## src/simd_alu_pkg.sv

```systemverilog
// Packed-SIMD ALU shared definitions
// Opcodes, lane width, decoded control, adder result and saturation limits

package simd_alu_pkg;

  localparam int unsigned BYTES_PER_WORD = 4;

  typedef logic [31:0] word_t;

  ////////////////////
  // Opcodes
  ////////////////////
  // Numeric order is shared with the test vectors
  typedef enum logic [4:0] {
    ADD8,
    ADD16,
    SUB8,
    SUB16,
    KADD8,
    KADD16,
    KSUB8,
    KSUB16,
    UKADD8,
    UKADD16,
    UKSUB8,
    UKSUB16,
    RADD8,
    RADD16,
    RSUB8,
    RSUB16,
    CMPEQ8,
    CMPEQ16,
    SCMPLT8,
    SCMPLT16,
    UCMPLT8,
    UCMPLT16,
    SMIN8,
    SMIN16,
    SMAX8,
    SMAX16,
    UMIN8,
    UMIN16,
    UMAX8,
    UMAX16
  } simd_op_e;

  typedef enum logic {
    W8,
    W16
  } lane_width_e;

  typedef enum logic [2:0] {
    PLAIN,
    SAT,
    HALF,
    CMP,
    MINMAX
  } result_sel_e;

  ////////////////////
  // Datapath structs
  ////////////////////
  // cmp_kind: 00 equal, 01 less, 10 less-or-equal
  typedef struct packed {
    lane_width_e width;
    logic        sub;
    logic        signed_ops;
    logic [1:0]  cmp_kind;
    logic        max_sel;
    result_sel_e sel;
  } simd_ctrl_t;

  // ext holds bit 8 of each widened byte sum
  typedef struct packed {
    word_t      sum;
    logic [3:0] ext;
  } lane_sum_t;

  // Saturation limits
  localparam logic [7:0]  SAT_S8_MAX  = 8'h7f;
  localparam logic [7:0]  SAT_S8_MIN  = 8'h80;
  localparam logic [15:0] SAT_S16_MAX = 16'h7fff;
  localparam logic [15:0] SAT_S16_MIN = 16'h8000;
  localparam logic [7:0]  SAT_U8_MAX  = 8'hff;
  localparam logic [15:0] SAT_U16_MAX = 16'hffff;

endpackage

```

## src/simd_alu.sv

```systemverilog
// Packed-SIMD arithmetic unit, top level
// Decodes the opcode, muxes the lane results and registers them one cycle
// after the op_valid_i strobe

`timescale 1ns/100ps

module simd_alu (
  input  logic                   clk_i,
  input  logic                   arst_n_i,
  input  logic                   op_valid_i,
  input  simd_alu_pkg::simd_op_e op_i,
  input  simd_alu_pkg::word_t    operand_a_i,
  input  simd_alu_pkg::word_t    operand_b_i,
  output simd_alu_pkg::word_t    result_o,
  output logic                   valid_o,
  output logic                   ov_o
);

  simd_alu_pkg::simd_ctrl_t ctrl;
  simd_alu_pkg::lane_sum_t  lane_sum;
  simd_alu_pkg::word_t      sat_word;
  simd_alu_pkg::word_t      half_word;
  simd_alu_pkg::word_t      cmp_word;
  simd_alu_pkg::word_t      minmax_word;
  simd_alu_pkg::word_t      result_d;
  logic                     sat_ov;

  ////////////////////
  // Decode
  ////////////////////
  always_comb begin
    ctrl.width      = simd_alu_pkg::W8;
    ctrl.sub        = 1'b0;
    ctrl.signed_ops = 1'b0;
    ctrl.cmp_kind   = 2'b00;
    ctrl.max_sel    = 1'b0;
    ctrl.sel        = simd_alu_pkg::PLAIN;

    unique case (op_i)
      simd_alu_pkg::ADD16,   simd_alu_pkg::SUB16,    simd_alu_pkg::KADD16,
      simd_alu_pkg::KSUB16,  simd_alu_pkg::UKADD16,  simd_alu_pkg::UKSUB16,
      simd_alu_pkg::RADD16,  simd_alu_pkg::RSUB16,   simd_alu_pkg::CMPEQ16,
      simd_alu_pkg::SCMPLT16, simd_alu_pkg::UCMPLT16, simd_alu_pkg::SMIN16,
      simd_alu_pkg::SMAX16,  simd_alu_pkg::UMIN16,   simd_alu_pkg::UMAX16:
        ctrl.width = simd_alu_pkg::W16;
      default: ;
    endcase

    // Compares and min/max all run as a subtraction
    unique case (op_i)
      simd_alu_pkg::SUB8, simd_alu_pkg::SUB16: begin
        ctrl.sub = 1'b1;
      end
      simd_alu_pkg::KADD8, simd_alu_pkg::KADD16: begin
        ctrl.signed_ops = 1'b1;
        ctrl.sel        = simd_alu_pkg::SAT;
      end
      simd_alu_pkg::KSUB8, simd_alu_pkg::KSUB16: begin
        ctrl.sub        = 1'b1;
        ctrl.signed_ops = 1'b1;
        ctrl.sel        = simd_alu_pkg::SAT;
      end
      simd_alu_pkg::UKADD8, simd_alu_pkg::UKADD16: begin
        ctrl.sel = simd_alu_pkg::SAT;
      end
      simd_alu_pkg::UKSUB8, simd_alu_pkg::UKSUB16: begin
        ctrl.sub = 1'b1;
        ctrl.sel = simd_alu_pkg::SAT;
      end
      simd_alu_pkg::RADD8, simd_alu_pkg::RADD16: begin
        ctrl.signed_ops = 1'b1;
        ctrl.sel        = simd_alu_pkg::HALF;
      end
      simd_alu_pkg::RSUB8, simd_alu_pkg::RSUB16: begin
        ctrl.sub        = 1'b1;
        ctrl.signed_ops = 1'b1;
        ctrl.sel        = simd_alu_pkg::HALF;
      end
      simd_alu_pkg::CMPEQ8, simd_alu_pkg::CMPEQ16: begin
        ctrl.sub = 1'b1;
        ctrl.sel = simd_alu_pkg::CMP;
      end
      simd_alu_pkg::SCMPLT8, simd_alu_pkg::SCMPLT16: begin
        ctrl.sub        = 1'b1;
        ctrl.signed_ops = 1'b1;
        ctrl.cmp_kind   = 2'b01;
        ctrl.sel        = simd_alu_pkg::CMP;
      end
      simd_alu_pkg::UCMPLT8, simd_alu_pkg::UCMPLT16: begin
        ctrl.sub      = 1'b1;
        ctrl.cmp_kind = 2'b01;
        ctrl.sel      = simd_alu_pkg::CMP;
      end
      simd_alu_pkg::SMIN8, simd_alu_pkg::SMIN16,
      simd_alu_pkg::SMAX8, simd_alu_pkg::SMAX16: begin
        ctrl.sub        = 1'b1;
        ctrl.signed_ops = 1'b1;
        ctrl.max_sel    = (op_i == simd_alu_pkg::SMAX8) || (op_i == simd_alu_pkg::SMAX16);
        ctrl.sel        = simd_alu_pkg::MINMAX;
      end
      simd_alu_pkg::UMIN8, simd_alu_pkg::UMIN16,
      simd_alu_pkg::UMAX8, simd_alu_pkg::UMAX16: begin
        ctrl.sub     = 1'b1;
        ctrl.max_sel = (op_i == simd_alu_pkg::UMAX8) || (op_i == simd_alu_pkg::UMAX16);
        ctrl.sel     = simd_alu_pkg::MINMAX;
      end
      default: ;
    endcase
  end

  ////////////////////
  // Datapath
  ////////////////////
  simd_lane_adder i_simd_lane_adder (
    .a_i    (operand_a_i),
    .b_i    (operand_b_i),
    .ctrl_i (ctrl),
    .sum_o  (lane_sum)
  );

  simd_saturate i_simd_saturate (
    .sum_i  (lane_sum),
    .ctrl_i (ctrl),
    .sat_o  (sat_word),
    .half_o (half_word),
    .ov_o   (sat_ov)
  );

  simd_compare i_simd_compare (
    .a_i      (operand_a_i),
    .b_i      (operand_b_i),
    .sum_i    (lane_sum),
    .ctrl_i   (ctrl),
    .cmp_o    (cmp_word),
    .minmax_o (minmax_word)
  );

  always_comb begin
    unique case (ctrl.sel)
      simd_alu_pkg::SAT:    result_d = sat_word;
      simd_alu_pkg::HALF:   result_d = half_word;
      simd_alu_pkg::CMP:    result_d = cmp_word;
      simd_alu_pkg::MINMAX: result_d = minmax_word;
      default:              result_d = lane_sum.sum;
    endcase
  end

  ////////////////////
  // Output register
  ////////////////////
  // Result holds between strobes, overflow only flags its own valid cycle
  always_ff @(posedge clk_i or negedge arst_n_i) begin
    if (!arst_n_i) begin
      valid_o  <= 1'b0;
      ov_o     <= 1'b0;
      result_o <= '0;
    end else begin
      valid_o <= op_valid_i;
      ov_o    <= op_valid_i & sat_ov;
      if (op_valid_i) begin
        result_o <= result_d;
      end
    end
  end

endmodule

```

## src/simd_compare.sv

```systemverilog
// Per-lane compare and min/max selection
// Flags come from the adder's subtraction: zero sum and widened sign

`timescale 1ns/100ps

module simd_compare (
  input  simd_alu_pkg::word_t      a_i,
  input  simd_alu_pkg::word_t      b_i,
  input  simd_alu_pkg::lane_sum_t  sum_i,
  input  simd_alu_pkg::simd_ctrl_t ctrl_i,
  output simd_alu_pkg::word_t      cmp_o,
  output simd_alu_pkg::word_t      minmax_o
);

  logic [3:0] byte_zero;
  logic [3:0] is_equal;
  logic [3:0] is_less;
  logic [3:0] cmp_flag;
  logic [3:0] pick_a;

  always_comb begin
    for (int i = 0; i < simd_alu_pkg::BYTES_PER_WORD; i++) begin
      byte_zero[i] = (sum_i.sum[8*i +: 8] == 8'h00);
    end
  end

  ////////////////////
  // Lane flags
  ////////////////////
  // 16-bit lanes spread their flag over both bytes
  always_comb begin
    if (ctrl_i.width == simd_alu_pkg::W8) begin
      is_equal = byte_zero;
      is_less  = sum_i.ext;
    end else begin
      is_equal = {{2{&byte_zero[3:2]}}, {2{&byte_zero[1:0]}}};
      is_less  = {{2{sum_i.ext[3]}}, {2{sum_i.ext[1]}}};
    end
  end

  always_comb begin
    unique case (ctrl_i.cmp_kind)
      2'b01:   cmp_flag = is_less;
      default: cmp_flag = is_equal;
    endcase
  end

  // Max keeps A where A is not less than B
  assign pick_a = is_less ^ {4{ctrl_i.max_sel}};

  ////////////////////
  // Outputs
  ////////////////////
  always_comb begin
    for (int i = 0; i < simd_alu_pkg::BYTES_PER_WORD; i++) begin
      cmp_o[8*i +: 8]    = {8{cmp_flag[i]}};
      minmax_o[8*i +: 8] = pick_a[i] ? a_i[8*i +: 8] : b_i[8*i +: 8];
    end
  end

endmodule

```

## src/simd_lane_adder.sv

```systemverilog
// Lane-partitioned adder
// Four 9-bit byte adders, chained in pairs for 16-bit lanes, with
// sign or zero extension so bit 8 of each lane carries its true sign

`timescale 1ns/100ps

module simd_lane_adder (
  input  simd_alu_pkg::word_t      a_i,
  input  simd_alu_pkg::word_t      b_i,
  input  simd_alu_pkg::simd_ctrl_t ctrl_i,
  output simd_alu_pkg::lane_sum_t  sum_o
);

  logic            wide;
  logic [3:0]      lane_top;
  logic [3:0]      chain;
  logic [3:0][8:0] opnd_a;
  logic [3:0][8:0] opnd_b;
  logic [3:0][8:0] byte_sum;

  assign wide = (ctrl_i.width == simd_alu_pkg::W16);

  // Bytes holding the top of a lane
  assign lane_top = wide ? 4'b1010 : 4'b1111;

  // Bytes fed by the carry of the byte below
  assign chain = wide ? 4'b1010 : 4'b0000;

  ////////////////////
  // Operand prep
  ////////////////////
  // Only the top byte of a lane gets the extension bit,
  // lower bytes stay at 8 bits so bit 8 is a clean carry
  always_comb begin
    for (int i = 0; i < simd_alu_pkg::BYTES_PER_WORD; i++) begin
      opnd_a[i] = {lane_top[i] & ctrl_i.signed_ops & a_i[8*i+7], a_i[8*i +: 8]};
      opnd_b[i] = {lane_top[i] & ((ctrl_i.signed_ops & b_i[8*i+7]) ^ ctrl_i.sub),
                   b_i[8*i +: 8] ^ {8{ctrl_i.sub}}};
    end
  end

  ////////////////////
  // Byte adders
  ////////////////////
  always_comb begin
    logic carry;
    logic cin;
    carry = 1'b0;
    for (int i = 0; i < simd_alu_pkg::BYTES_PER_WORD; i++) begin
      // Lane start takes the subtract carry-in, otherwise the chained carry
      cin         = chain[i] ? carry : ctrl_i.sub;
      byte_sum[i] = opnd_a[i] + opnd_b[i] + {8'h00, cin};
      carry       = byte_sum[i][8];
    end
  end

  always_comb begin
    for (int i = 0; i < simd_alu_pkg::BYTES_PER_WORD; i++) begin
      sum_o.sum[8*i +: 8] = byte_sum[i][7:0];
      sum_o.ext[i]        = byte_sum[i][8];
    end
  end

endmodule

```

## src/simd_saturate.sv

```systemverilog
// Saturating and halving result generation
// Clamps overflowing lanes and forms the averaged sum, plus the overflow flag

`timescale 1ns/100ps

module simd_saturate (
  input  simd_alu_pkg::lane_sum_t  sum_i,
  input  simd_alu_pkg::simd_ctrl_t ctrl_i,
  output simd_alu_pkg::word_t      sat_o,
  output simd_alu_pkg::word_t      half_o,
  output logic                     ov_o
);

  logic [3:0]          ovf8;
  logic [1:0]          ovf16;
  simd_alu_pkg::word_t sat8;
  simd_alu_pkg::word_t sat16;
  simd_alu_pkg::word_t half8;
  simd_alu_pkg::word_t half16;
  logic                lane_ov;

  ////////////////////
  // Byte lanes
  ////////////////////
  always_comb begin
    logic [7:0] clamp;
    for (int i = 0; i < simd_alu_pkg::BYTES_PER_WORD; i++) begin
      if (ctrl_i.signed_ops) begin
        // Extension and top bit disagree on overflow
        ovf8[i] = sum_i.ext[i] ^ sum_i.sum[8*i+7];
        clamp   = sum_i.ext[i] ? simd_alu_pkg::SAT_S8_MIN : simd_alu_pkg::SAT_S8_MAX;
      end else begin
        // Carry on add, borrow on subtract
        ovf8[i] = sum_i.ext[i];
        clamp   = ctrl_i.sub ? 8'h00 : simd_alu_pkg::SAT_U8_MAX;
      end
      sat8[8*i +: 8]  = ovf8[i] ? clamp : sum_i.sum[8*i +: 8];
      half8[8*i +: 8] = {sum_i.ext[i], sum_i.sum[8*i+1 +: 7]};
    end
  end

  ////////////////////
  // Halfword lanes
  ////////////////////
  // Extension comes from the upper byte of each halfword
  always_comb begin
    logic [15:0] clamp;
    for (int j = 0; j < simd_alu_pkg::BYTES_PER_WORD / 2; j++) begin
      if (ctrl_i.signed_ops) begin
        ovf16[j] = sum_i.ext[2*j+1] ^ sum_i.sum[16*j+15];
        clamp    = sum_i.ext[2*j+1] ? simd_alu_pkg::SAT_S16_MIN : simd_alu_pkg::SAT_S16_MAX;
      end else begin
        ovf16[j] = sum_i.ext[2*j+1];
        clamp    = ctrl_i.sub ? 16'h0000 : simd_alu_pkg::SAT_U16_MAX;
      end
      sat16[16*j +: 16]  = ovf16[j] ? clamp : sum_i.sum[16*j +: 16];
      half16[16*j +: 16] = {sum_i.ext[2*j+1], sum_i.sum[16*j+1 +: 15]};
    end
  end

  assign sat_o   = (ctrl_i.width == simd_alu_pkg::W8) ? sat8 : sat16;
  assign half_o  = (ctrl_i.width == simd_alu_pkg::W8) ? half8 : half16;
  assign lane_ov = (ctrl_i.width == simd_alu_pkg::W8) ? |ovf8 : |ovf16;

  // Flag only for saturating ops
  assign ov_o = lane_ov & (ctrl_i.sel == simd_alu_pkg::SAT);

endmodule
```

## config.mk

```make
export PLATFORM = sky130hd
export DESIGN_NAME = simd_alu
export DESIGN_NICKNAME = d
export VERILOG_FILES = /design/src/simd_alu_pkg.sv /design/src/simd_alu.sv /design/src/simd_compare.sv /design/src/simd_lane_adder.sv /design/src/simd_saturate.sv
export SDC_FILE = /design/constraint.sdc
export NUM_CORES = 1
export LEC_CHECK = 0
export CORE_ASPECT_RATIO = 1.75
export CORE_MARGIN = 3
export CORE_UTILIZATION = 45
export CTS_BUF_LIST = sky130_fd_sc_hd__clkbuf_4
export DETAILED_ROUTE_END_ITERATION = 8
export DONT_BUFFER_PORTS = 1
export SLEW_MARGIN = 30
export SYNTH_ARGS = -nofsm -noshare
export SYNTH_HDL_FRONTEND = slang
export SYNTH_SLANG_ARGS = --single-unit
```

## constraint.sdc

```tcl
create_clock -name clk_i -period 0.8 [get_ports clk_i]
set_input_delay 0.12 -clock clk_i [delete_from_list [all_inputs] [get_ports clk_i]]
set_output_delay 0.12 -clock clk_i [all_outputs]
set_load 0.1 [all_outputs]
```

==> Word-level counts from Yosys, hierarchy flattened <==
Index checks and enable logic that the tools add are counted.
{ "totals": {"regBits": 34, "latchBits": 0, "mem_bits_rw": 0, "rom_bits": 0, "inputBits": 72, "output_inout_bits": 34, "word_cells": 143, "mem_count": 0} }
{ "op_classes": {"add_sub_neg": 8, "multipliers": 0, "n_div": 0, "order_cmp": 0, "n_eq_ne": 34, "n_shift": 0, "n_mux": 47, "bitwise_logic": 31, "n_reduce_logical": 20} }
{ "op_table": {"columns": ["cell", "count"], "rows": [
  ["$mux W8", 17],
  ["$pmux W32 S4", 1],
  ["$mux W16", 7],
  ["$eq A5 B5 Y1 const B", 14],
  ["$eq A5 B4 Y1 const B", 8],
  ["$add A9 B1 Y9", 4],
  ["$add A9 B9 Y9", 4],
  ["$logic_not A8 Y1", 4],
  ["$mux W32", 1],
  ["$xor A8 B8 Y8", 4],
  ["$mux W24", 1],
  ["$reduce_or A22 Y1", 1],
  ["$eq A5 B3 Y1 const B", 4],
  ["$reduce_or A4 Y1", 5],
  ["$and A1 B1 Y1", 16],
  ["$reduce_or A8 Y1", 2],
  ["$reduce_or A15 Y1", 1],
  ["$reduce_or A14 Y1", 1],
  ["$mux W1", 13],
  ["$mux W4", 3],
  ["$pmux W3 S4", 1],
  ["$eq A5 B2 Y1 const B", 2],
  ["$xor A1 B1 Y1", 8],
  ["$eq A3 B2 Y1 const B", 2],
  ["other kinds (12)", 16]
]} }

==> Depth between registers and ports, before layout <==
Gate-level depths: netlist (run 1).
{ "logic_depth": {"depth_word": 20, "depth_mapped": 22, "mapped_depth_nobuf": 20} }

==> Hierarchy <==
A second synthesis (run 1) with hierarchy kept.
{ "hier_totals": {"cells_unflattened": 901, "hier_area_um2": 7671.1} }
{ "by_module_without_submodules": {"columns": ["module", "n_inst", "cells_per_inst", "area_per_inst_um2", "seq_area_each_um2"], "rows": [
  ["simd_alu", 1, 431, 4008.8, 850.8],
  ["simd_lane_adder", 1, 227, 1796.7, 0.0],
  ["simd_saturate", 1, 151, 969.7, 0.0],
  ["simd_compare", 1, 92, 895.9, 0.0]
]} }

==> Worst setup path before layout (run 1) <==
No wires, ideal clock.
{ "synth_timing": {"path_type": "input-to-reg", "start": "input op_i[1]", "end": "register result_o[12]", "setup_time_ps": 120, "t_arrival_ps": 5881, "t_required_ps": 680, "setup_slack_ps": -5201, "cell_stages": 22, "path_buffers": 3, "cell_sequence": "clkbuf_1 buf_1 o21ai_1 clkbuf_1 xnor2_1 fa_1 a21o_1 a221oi_1 o21ai_1 nand2_1 nand2_1 fa_1 fa_1 a21o_1 a22oi_1 o2bb2ai_1 xor2_1 xnor2_1 mux2_2 a221oi_1 a31oi_1 a21o_1"} }
{ "synth_via": {"elab_chain_len": 15, "word_cells_on_any_way": 93, "classes_between": "add/sub (4); eq/ne (34); mux (26); bitwise (14); reduce/logical (15)"} }
{ "synth_rtl": {"columns": ["item", "line", "source"], "rows": [
  ["start, declared", "simd_alu.sv:11", "input simd_alu_pkg::simd_op_e op_i,"],
  ["$eq A5 B5 Y1, or another cell as far along", "simd_alu.sv:39, simd_alu.sv:50, simd_alu.sv:98", null],
  ["$reduce_or A15 Y1 or $reduce_or A14 Y1 (tied branches)", null, null],
  ["$mux W1, on equally long branches", "simd_alu.sv:39, simd_alu.sv:50", null],
  ["$mux W3 or $and A1 B1 Y1 (tied branches)", "simd_lane_adder.sv:24, simd_lane_adder.sv:37", null],
  ["$and A1 B1 Y1 or $xor A1 B1 Y1 (tied branches)", "simd_lane_adder.sv:36, simd_lane_adder.sv:37", null],
  ["$and A1 B1 Y1, on equally long branches", "simd_lane_adder.sv:36, simd_lane_adder.sv:37", null],
  ["$add A9 B9 Y9", "simd_lane_adder.sv:52", "byte_sum[i] = opnd_a[i] + opnd_b[i] + {8'h00, cin};"],
  ["$add A9 B1 Y9", "simd_lane_adder.sv:52", null],
  ["$mux W1", "simd_lane_adder.sv:51", "cin = chain[i] ? carry : ctrl_i.sub;"],
  ["$add A9 B1 Y9", "simd_lane_adder.sv:52", null],
  ["$logic_not A8 Y1, or another cell as far along", "simd_compare.sv:23", "byte_zero[i] = (sum_i.sum[8*i +: 8] == 8'h00);"],
  ["$reduce_and A2 Y1, or another cell as far along", "simd_compare.sv:36", "is_equal = {{2{&byte_zero[3:2]}}, {2{&byte_zero[1:0]}}};"],
  ["$mux W4, or another cell as far along", "simd_compare.sv:32", "if (ctrl_i.width == simd_alu_pkg::W8) begin"],
  ["$mux W4 or $mux W32 (tied branches)", "simd_compare.sv:42, simd_saturate.sv:61", null],
  ["$pmux W32 S4 *", "simd_alu.sv:139", "unique case (ctrl.sel)"],
  ["end signal, assigned", "simd_alu.sv:161", "result_o <= result_d;"],
  ["end, declared", "simd_alu.sv:14", "output simd_alu_pkg::word_t result_o,"]
]} }
Mark *: on every way between the ends. The rest lies on a longest branch, timed or not.
A chain may end at the register's enable or synchronous reset.

==> Worst setup path in the final report (run 1) <==
{ "layout_timing": {"start": "input op_i[2]", "end": "register result_o[25]"} }
{ "layout_via": {"elab_chain_len": 19, "word_cells_on_any_way": 109, "classes_between": "add/sub (8); eq/ne (34); mux (26); bitwise (26); reduce/logical (15)"} }
{ "layout_rtl": {"columns": ["item", "line"], "rows": [
  ["$eq A5 B5 Y1, or another cell as far along", "simd_alu.sv:39, simd_alu.sv:50, simd_alu.sv:98"],
  ["$reduce_or A15 Y1 or $reduce_or A14 Y1 (tied branches)", null],
  ["$mux W1, on equally long branches", "simd_alu.sv:39, simd_alu.sv:50"],
  ["$mux W3 or $and A1 B1 Y1 (tied branches)", "simd_lane_adder.sv:24, simd_lane_adder.sv:37"],
  ["$and A1 B1 Y1 or $xor A1 B1 Y1 (tied branches)", "simd_lane_adder.sv:36, simd_lane_adder.sv:37"],
  ["$and A1 B1 Y1, on equally long branches", "simd_lane_adder.sv:36, simd_lane_adder.sv:37"],
  ["$add A9 B9 Y9", "simd_lane_adder.sv:52"],
  ["$add A9 B1 Y9", "simd_lane_adder.sv:52"],
  ["[... 3 more ...]", null],
  ["$add A9 B1 Y9", "simd_lane_adder.sv:52"],
  ["$mux W1", "simd_lane_adder.sv:51"],
  ["$add A9 B1 Y9", "simd_lane_adder.sv:52"],
  ["$logic_not A8 Y1, or another cell as far along", "simd_compare.sv:23"],
  ["$reduce_and A2 Y1, or another cell as far along", "simd_compare.sv:36"],
  ["$mux W4, or another cell as far along", "simd_compare.sv:32"],
  ["$mux W4 or $mux W32 (tied branches)", "simd_compare.sv:42, simd_saturate.sv:61"],
  ["$pmux W32 S4 *", "simd_alu.sv:139"]
]} }
Marks and branches as above.

==> results.cfg, run 1 <==
[setup_path]
cp.required_ps = 1090
worstPathMaxFanout = 30
endpoint_kind = flip-flop
crit_path_start = op_i[2]
slowest_delay_ps = 490
critical_path.cell_chain = nand4_1, o21ai_4, buf_12, buf_6, xnor2_2, ha_1, and2_4, a2111o_1, nand2_2, o21ai_4, fa_2, fa_2, nand3_2, nand2_2, xor2_2, nor4bb_4, or4b_4, a221o_1, and2_4, a21o_1, a311oi_1
critPathKind = in -> reg
cp-start-kind = input pin
arrival_ps = 4780
reg2reg_from = result_o[24]$_DFFE_PN0P_
worst_path_max_delay_cell = or4b_4

[timing]
slew_headroom_pct = 49.15
finalSetupViolCount = 68
skew_ps = 0
post-route-period-util_pct = 561.1
finalWorstSetupSlack_ps = -3689
finalMaxSlewViolations = 0
timing.hold.ws_ps = -588.7
min_period_ps = 4489
worst_slew_pin_slew_ps = 758.2
hold_viol = 38
rsz0062_at_grt = true
fmax_mhz = 222.8

[pwr]
max-vdd-ir-drop_uv = 1578
internal_power_uw = 9934
p_leak_uw = 0.003792
switchingPower_uw = 9516
p_clk_share_pct = 5.4
p_seq_share_pct = 13.7
netSwitchingFraction_pct = 48.93
p_comb_share_pct = 81.0
powerDensity_mw_per_mm2 = 2254

[detailed_routing]
viasPerCell = 6.329
drtIter0Drc = 349
ant_nets = 0
detail_route.first_pass.iterations = 5
route.vias.total = 6645
post_drt_wl_per_cell_um = 20.96
drc = 0
wl_um = 22010

[clock_tree]
cts-buffers-inserted = 5
clk_latency_ps = 380
cts.sinks = 34
h-tree-depth = 2
clk_path_buf_depth = 2
cts_tree = built
root_buffer = clkbuf_4
clk_pin_slew_ps = 120

[min_path]
hold_path.class = in -> async

[final_layout]
n_antenna_cell = 0
regArea_sq_um = 890.9
layout_common_cells = 202 x buf_4, 47 x o21ai_0, 45 x nor2_1
fin_util_pct = 74.08
area_growth_pct = 59.16
layout-drive-gt1-share_pct = 44.04
fill_cells = 876
multi_input_area_sq_mm = 0.004980
final_nets = 1020
final_common_cell = buf_4

[global_routing]
grt_max_degree = 48
overflow = 0
grtUsageTotal_pct = 31.80
grt_pass1_wl_um = 33120
antenna_found_initial = 0
grt_pass1_vias = 6807

[floorplanning]
die_x_um = 88.96
core_sq_mm = 0.01165
fp-row-count = 52
start_util_pct = 46.54
dieArea_sq_mm = 0.01345
die_h_um = 151.2
ios = 106

[logic_synthesis]
netlist_area_sq_mm = 0.005420
ys_async_sr_fraction_pct = 100.0
synth_ff_type = dfrtp_1
seq_area_frac_synth_pct = 15.70
synth-edff-count = 0
syn_avg_cell_area_sq_um = 7.878
synth_seq_cells = 34
ys_warn_count = 0
syn_inst = 688
syn_nets = 794
post_synth_num_cell_types = 76

[placement]
gp_congestion = 0.9230
dp_hpwl_um = 17250
io_buffers = 0

[status]
failed_checks = negative hold slack, negative setup slack
outcome = finished with violations

[job]
maxCapViolCount = 0
==> final cells by class <==
class	count	area share (%)
clock inverters	2	0.1015
well taps	135	1.958
multi-input cells	600	57.72
repair buffers	257	28.67
clock buffers	6	0.5221
inverters	16	0.6962
flip-flops and latches	34	10.33
==> power by group through the flow <==
stage | logic [uW] | clock network (uW) | registers (uW)
3_3_place_gp | 13700 | 0 | 2660
4_1_cts | 14800 | 1080 | 2660
3_5_place_dp | 13900 | 0 | 2670
6_report | 15700 | 1040 | 2660
2_1_floorplan | 5700 | 0 | 5410
5_1_grt | 16600 | 1140 | 2710
==> critical path: cells and delay by family <==
family / cells / cell delay (ps)
AND/OR/NAND/NOR: 8 / 1570
XOR/XNOR: 2 / 310
adder cells (fa/ha/maj): 3 / 1130
buffers and inverters: 2 / 280
AO/OA/AOI/OAI: 6 / 1360
==> path summary, 6_finish.rpt <==
kind                                            end  slack (ps)  cells after the start
hold reg to reg            result_o[14]$_DFFE_PN0P_         540                      1
setup / recovery           result_o[25]$_DFFE_PN0P_       -3690                     21
hold / removal              result_o[3]$_DFFE_PN0P_        -590                      0
min in group clk_i         result_o[18]$_DFFE_PN0P_         -30                      3
setup reg to reg           result_o[24]$_DFFE_PN0P_        -130                      3
max in group asynchronous  result_o[11]$_DFFE_PN0P_        1270                      0
==> metal layers <==
layer	wire [um]	track usage [%]	part of all wire, %
met2	12070	59.23	55
met4	1362	17.88	6.2
met1	7466	32.67	34
met3	1110	4.627	5.0
met5	0	0	0
==> kinds of logic (layout without fill, tap and decap cells) <==
logic type      Yosys count  after routing  share of synthesized area (%)
compound gates          279            279                          35.37
simple gates            176            176                          16.53
xor+xnor                 66             66                          10.94
buf+inv                  54            281                          3.947
mux                      44             44                          8.657
fa+ha+maj                35             35                          8.864
flops                    34             34                          15.70
==> what timing repair did <==
item	in CTS	in global routing
setup endpoints to repair	67	67
resized for setup	59	46
setup buffers	19	15
endpoints found under the hold margin	58	55
pin swaps	41	31
==> stage by stage <==
step / std cells / setup TNS [ps] / instance area (sq um) / power [uW] / setup slack, ps
finish: 1050 / -127970 / 8627 / 19450 / -3689
global route: 1050 / -134280 / 8627 / 20450 / -3887
CTS: 1031 / -128040 / 8223 / 18560 / -3657
detailed placement: 1005 / -132940 / 7745 / 16580 / -4124
global placement: 1005 / -129630 / 7745 / 16350 / -4017
floorplan: 688 / -130240 / 5759 / 11110 / -4063
==> synthesized netlist by cell type (all sizes together), types with 4 or more instances <==
master   number  area share [%]
o21ai        57             5.3
a21oi        50             4.6
nor2         47             3.3
xnor2        47             7.7
dfrtp        34              16
nand2        32             2.2
clkbuf       29             2.0
a21o         28             3.9
ha           28             6.5
a31oi        25             2.9
mux2         23             4.8
mux2i        21             3.9
nand3        21             1.9
xor2         19             3.2
inv          16             1.1
nor2b        16             1.8
o22ai        13             1.5
a221oi       10             1.7
nor3         10            0.92
o21bai       10             1.4
buf           9            0.83
a211oi        8             1.1
and2          8            0.97
a222oi        7             1.3
a22oi         7            0.97
and3          7            0.81
nand2b        7            0.81
fa            6             2.2
o21a          6            0.83
a2111oi       5            0.83
o22a          5            0.81
or3           5            0.58
nand4         4            0.46
nor4          4            0.46
o211ai        4            0.65
o311ai        4            0.79
==> flip-flops by register name, summed over array words and instances, names as in the netlist <==
register and flops:
valid_o 1, ov_o 1, result_o 32
No activity file was read; power rests on OpenSTA's default activity.
==> run 2, diff against run 1 <==
- ABC_AREA: default -> 1
- CORE_MARGIN: 3 -> 1
- MAX_ROUTING_LAYER: default -> met4
==> results.cfg, run 2 <==
[detailed_routing]
ant_nets = 0
route.vias.total = 8476
wl_um = 27050
post_drt_wl_per_cell_um = 18.39
dr_wl_met2_um = 13650
drtIter0Drc = 663
met3_length_um = 2160
detail_route.first_pass.iterations = 8
met1_length_um = 8564
top_layer = met4
viasPerCell = 5.762
drc = 0

[placement]
io_buffers = 0
gp_congestion = 1.040
dp_hpwl_um = 18900

[setup_path]
worstPathMaxFanout = 7
worst_path_max_delay_cell = fa_2
cp.required_ps = 1090
endpoint_kind = flip-flop
arrival_ps = 4250
cp-start-kind = input pin
crit_family = simple AND/OR/NAND/NOR gates
cp_num_buf_inv = 5
slowest_delay_ps = 450
critPathKind = in -> reg

[logic_synthesis]
seq_area_frac_synth_pct = 14.47
yosys-top-cells-area = nand2_1 24%, dfrtp_1 14%, nand3_1 13%
syn_nets = 1153
syn_avg_cell_area_sq_um = 5.618
post_synth_num_cell_types = 40
netlist_area_sq_mm = 0.005882
yosys.area.top_type = nand2_1
synth_seq_cells = 34
synth_ff_type = dfrtp_1
synth_top_area_share_pct = 23.61
ys_async_sr_fraction_pct = 100.0
synthTopCellsByCount = 370 x nand2_1, 158 x nand3_1, 110 x inv_1
ys_warn_count = 0
synth_most_common_cell = nand2_1
synth-edff-count = 0
syn_inst = 1047

[status]
outcome = finished with violations
failed_checks = negative hold slack, negative setup slack

[clock_tree]
clk_path_buf_depth = 2
clk_latency_ps = 370
cts-buffers-inserted = 5
cts.sinks = 34
clk_pin_slew_ps = 140
cts_tree = built
hold_buffers = 1
h-tree-depth = 2
root_buffer = clkbuf_4

[final_layout]
fin_util_pct = 76.56
fill_cells = 977
largest_register_ffs = 32
reg_top3 = result_o x32, ov_o x1, valid_o x1
layout_common_cells = 329 x nand2_1, 223 x buf_4, 127 x nand3_1
n_antenna_cell = 0
final_nets = 1408
layout-drive-gt1-share_pct = 38.37
regMostFlops = result_o
multi_input_area_sq_mm = 0.005279
final_common_cell = nand2_1
area_growth_pct = 64.45
regArea_sq_um = 893.4

[timing]
min_period_ps = 3963
post-route-period-util_pct = 495.4
skew_ps = 0
timing.hold.ws_ps = -587.1
finalWorstSetupSlack_ps = -3163
rsz0062_at_grt = true
fmax_mhz = 252.3
finalSetupTns_ps = -111080
finalMaxSlewViolations = 0
hold_viol = 34
worst_slew_pin_slew_ps = 638.2
finalSetupViolCount = 67
slew_headroom_pct = 57.37

[floorplanning]
dieArea_sq_mm = 0.01355
fp-row-count = 54
die_h_um = 153.2
ios = 106
core_sq_mm = 0.01263
die_x_um = 88.43
start_util_pct = 46.55

[global_routing]
grt_pass1_vias = 8347
grt_pass1_wl_um = 41820
grtUsageTotal_pct = 41.51
overflow = 0
antenna_found_initial = 0
grt_max_degree = 35

[pwr]
p_leak_uw = 0.005010
max-vdd-ir-drop_uv = 1744
powerDensity_mw_per_mm2 = 2100

[job]
maxCapViolCount = 0

[min_path]
hold_path.class = in -> async
==> run 2: cell count changes after synthesis, moves of 23 or more <==
| cell | before | now |
|---|---|---|
| mux2_2 | 23 | 0 |
| nand3_1 | 21 | 158 |
| inv_1 | 16 | 110 |
| nand2_1 | 32 | 370 |
| a31oi_1 | 25 | 2 |
| xnor2_1 | 46 | 21 |
| a21o_1 | 28 | 2 |
==> run 2: timing repair <==
item,4_1_cts,5_1_grt
cloned,2,1
endpoints found under the hold margin,44,34
pin swaps,88,81
setup endpoints to repair,67,68
gates resized for setup,117,71
buffers inserted,24,16
==> run 2: per-stage QoR <==
step	total power [uW]	hold WS [ps]	cell area, sq um	cells	setup slack [ps]
2_1_floorplan	10690	-175.6	6098	1047	-3258
3_3_place_gp	16170	-174.5	8406	1422	-3587
3_5_place_dp	16280	-174.3	8406	1422	-3666
4_1_cts	19050	-596.2	9161	1455	-2923
5_1_grt	21500	-606.0	9673	1471	-3368
6_report	20310	-587.1	9673	1471	-3163
==> run 2: worst paths after layout <==
check / slack [ps] / from / endpoint / cells after the start
max: -3160 / op_i[2] / result_o[3]$_DFFE_PN0P_ / 28
min: -590 / arst_n_i / result_o[1]$_DFFE_PN0P_ / 0
max reg2reg: 0 / result_o[31]$_DFFE_PN0P_ / result_o[31]$_DFFE_PN0P_ / 3
min reg2reg: 540 / result_o[15]$_DFFE_PN0P_ / result_o[15]$_DFFE_PN0P_ / 2
max in group asynchronous: 1250 / arst_n_i / valid_o$_DFF_PN0_ / 0
min in group clk_i: 30 / op_valid_i / result_o[31]$_DFFE_PN0P_ / 4
==> run 2: kinds of logic after synthesis <==
family,synth area share (%)
flops,14.47
compound gates,14.93
fa+ha+maj,7.998
xor+xnor,5.063
buf+inv,9.998
simple gates,47.54
==> run 2: power breakdown <==
part           internal (uW)  switching, uW
Sequential              2180            467
Clock                    978            703
Combinational           6530           9450
Total                   9690          10600
==> run 2: per-layer routing <==
metal,track usage (%),vias up
li1,-,3958
met1,39.05,3891
met2,68.53,434
met3,12.31,193
met4,32.03,0
met5,-,-
==> run 2: final cells by class <==
cell class / instances / share of cell area (%)
Tap cell: 168 / 2.173
Clock inverter: 3 / 0.7114
Sequential cell: 34 / 9.236
Inverter: 118 / 4.786
Multi-Input combinational cell: 864 / 54.57
Timing Repair Buffer: 279 / 28.13
Clock buffer: 5 / 0.3880
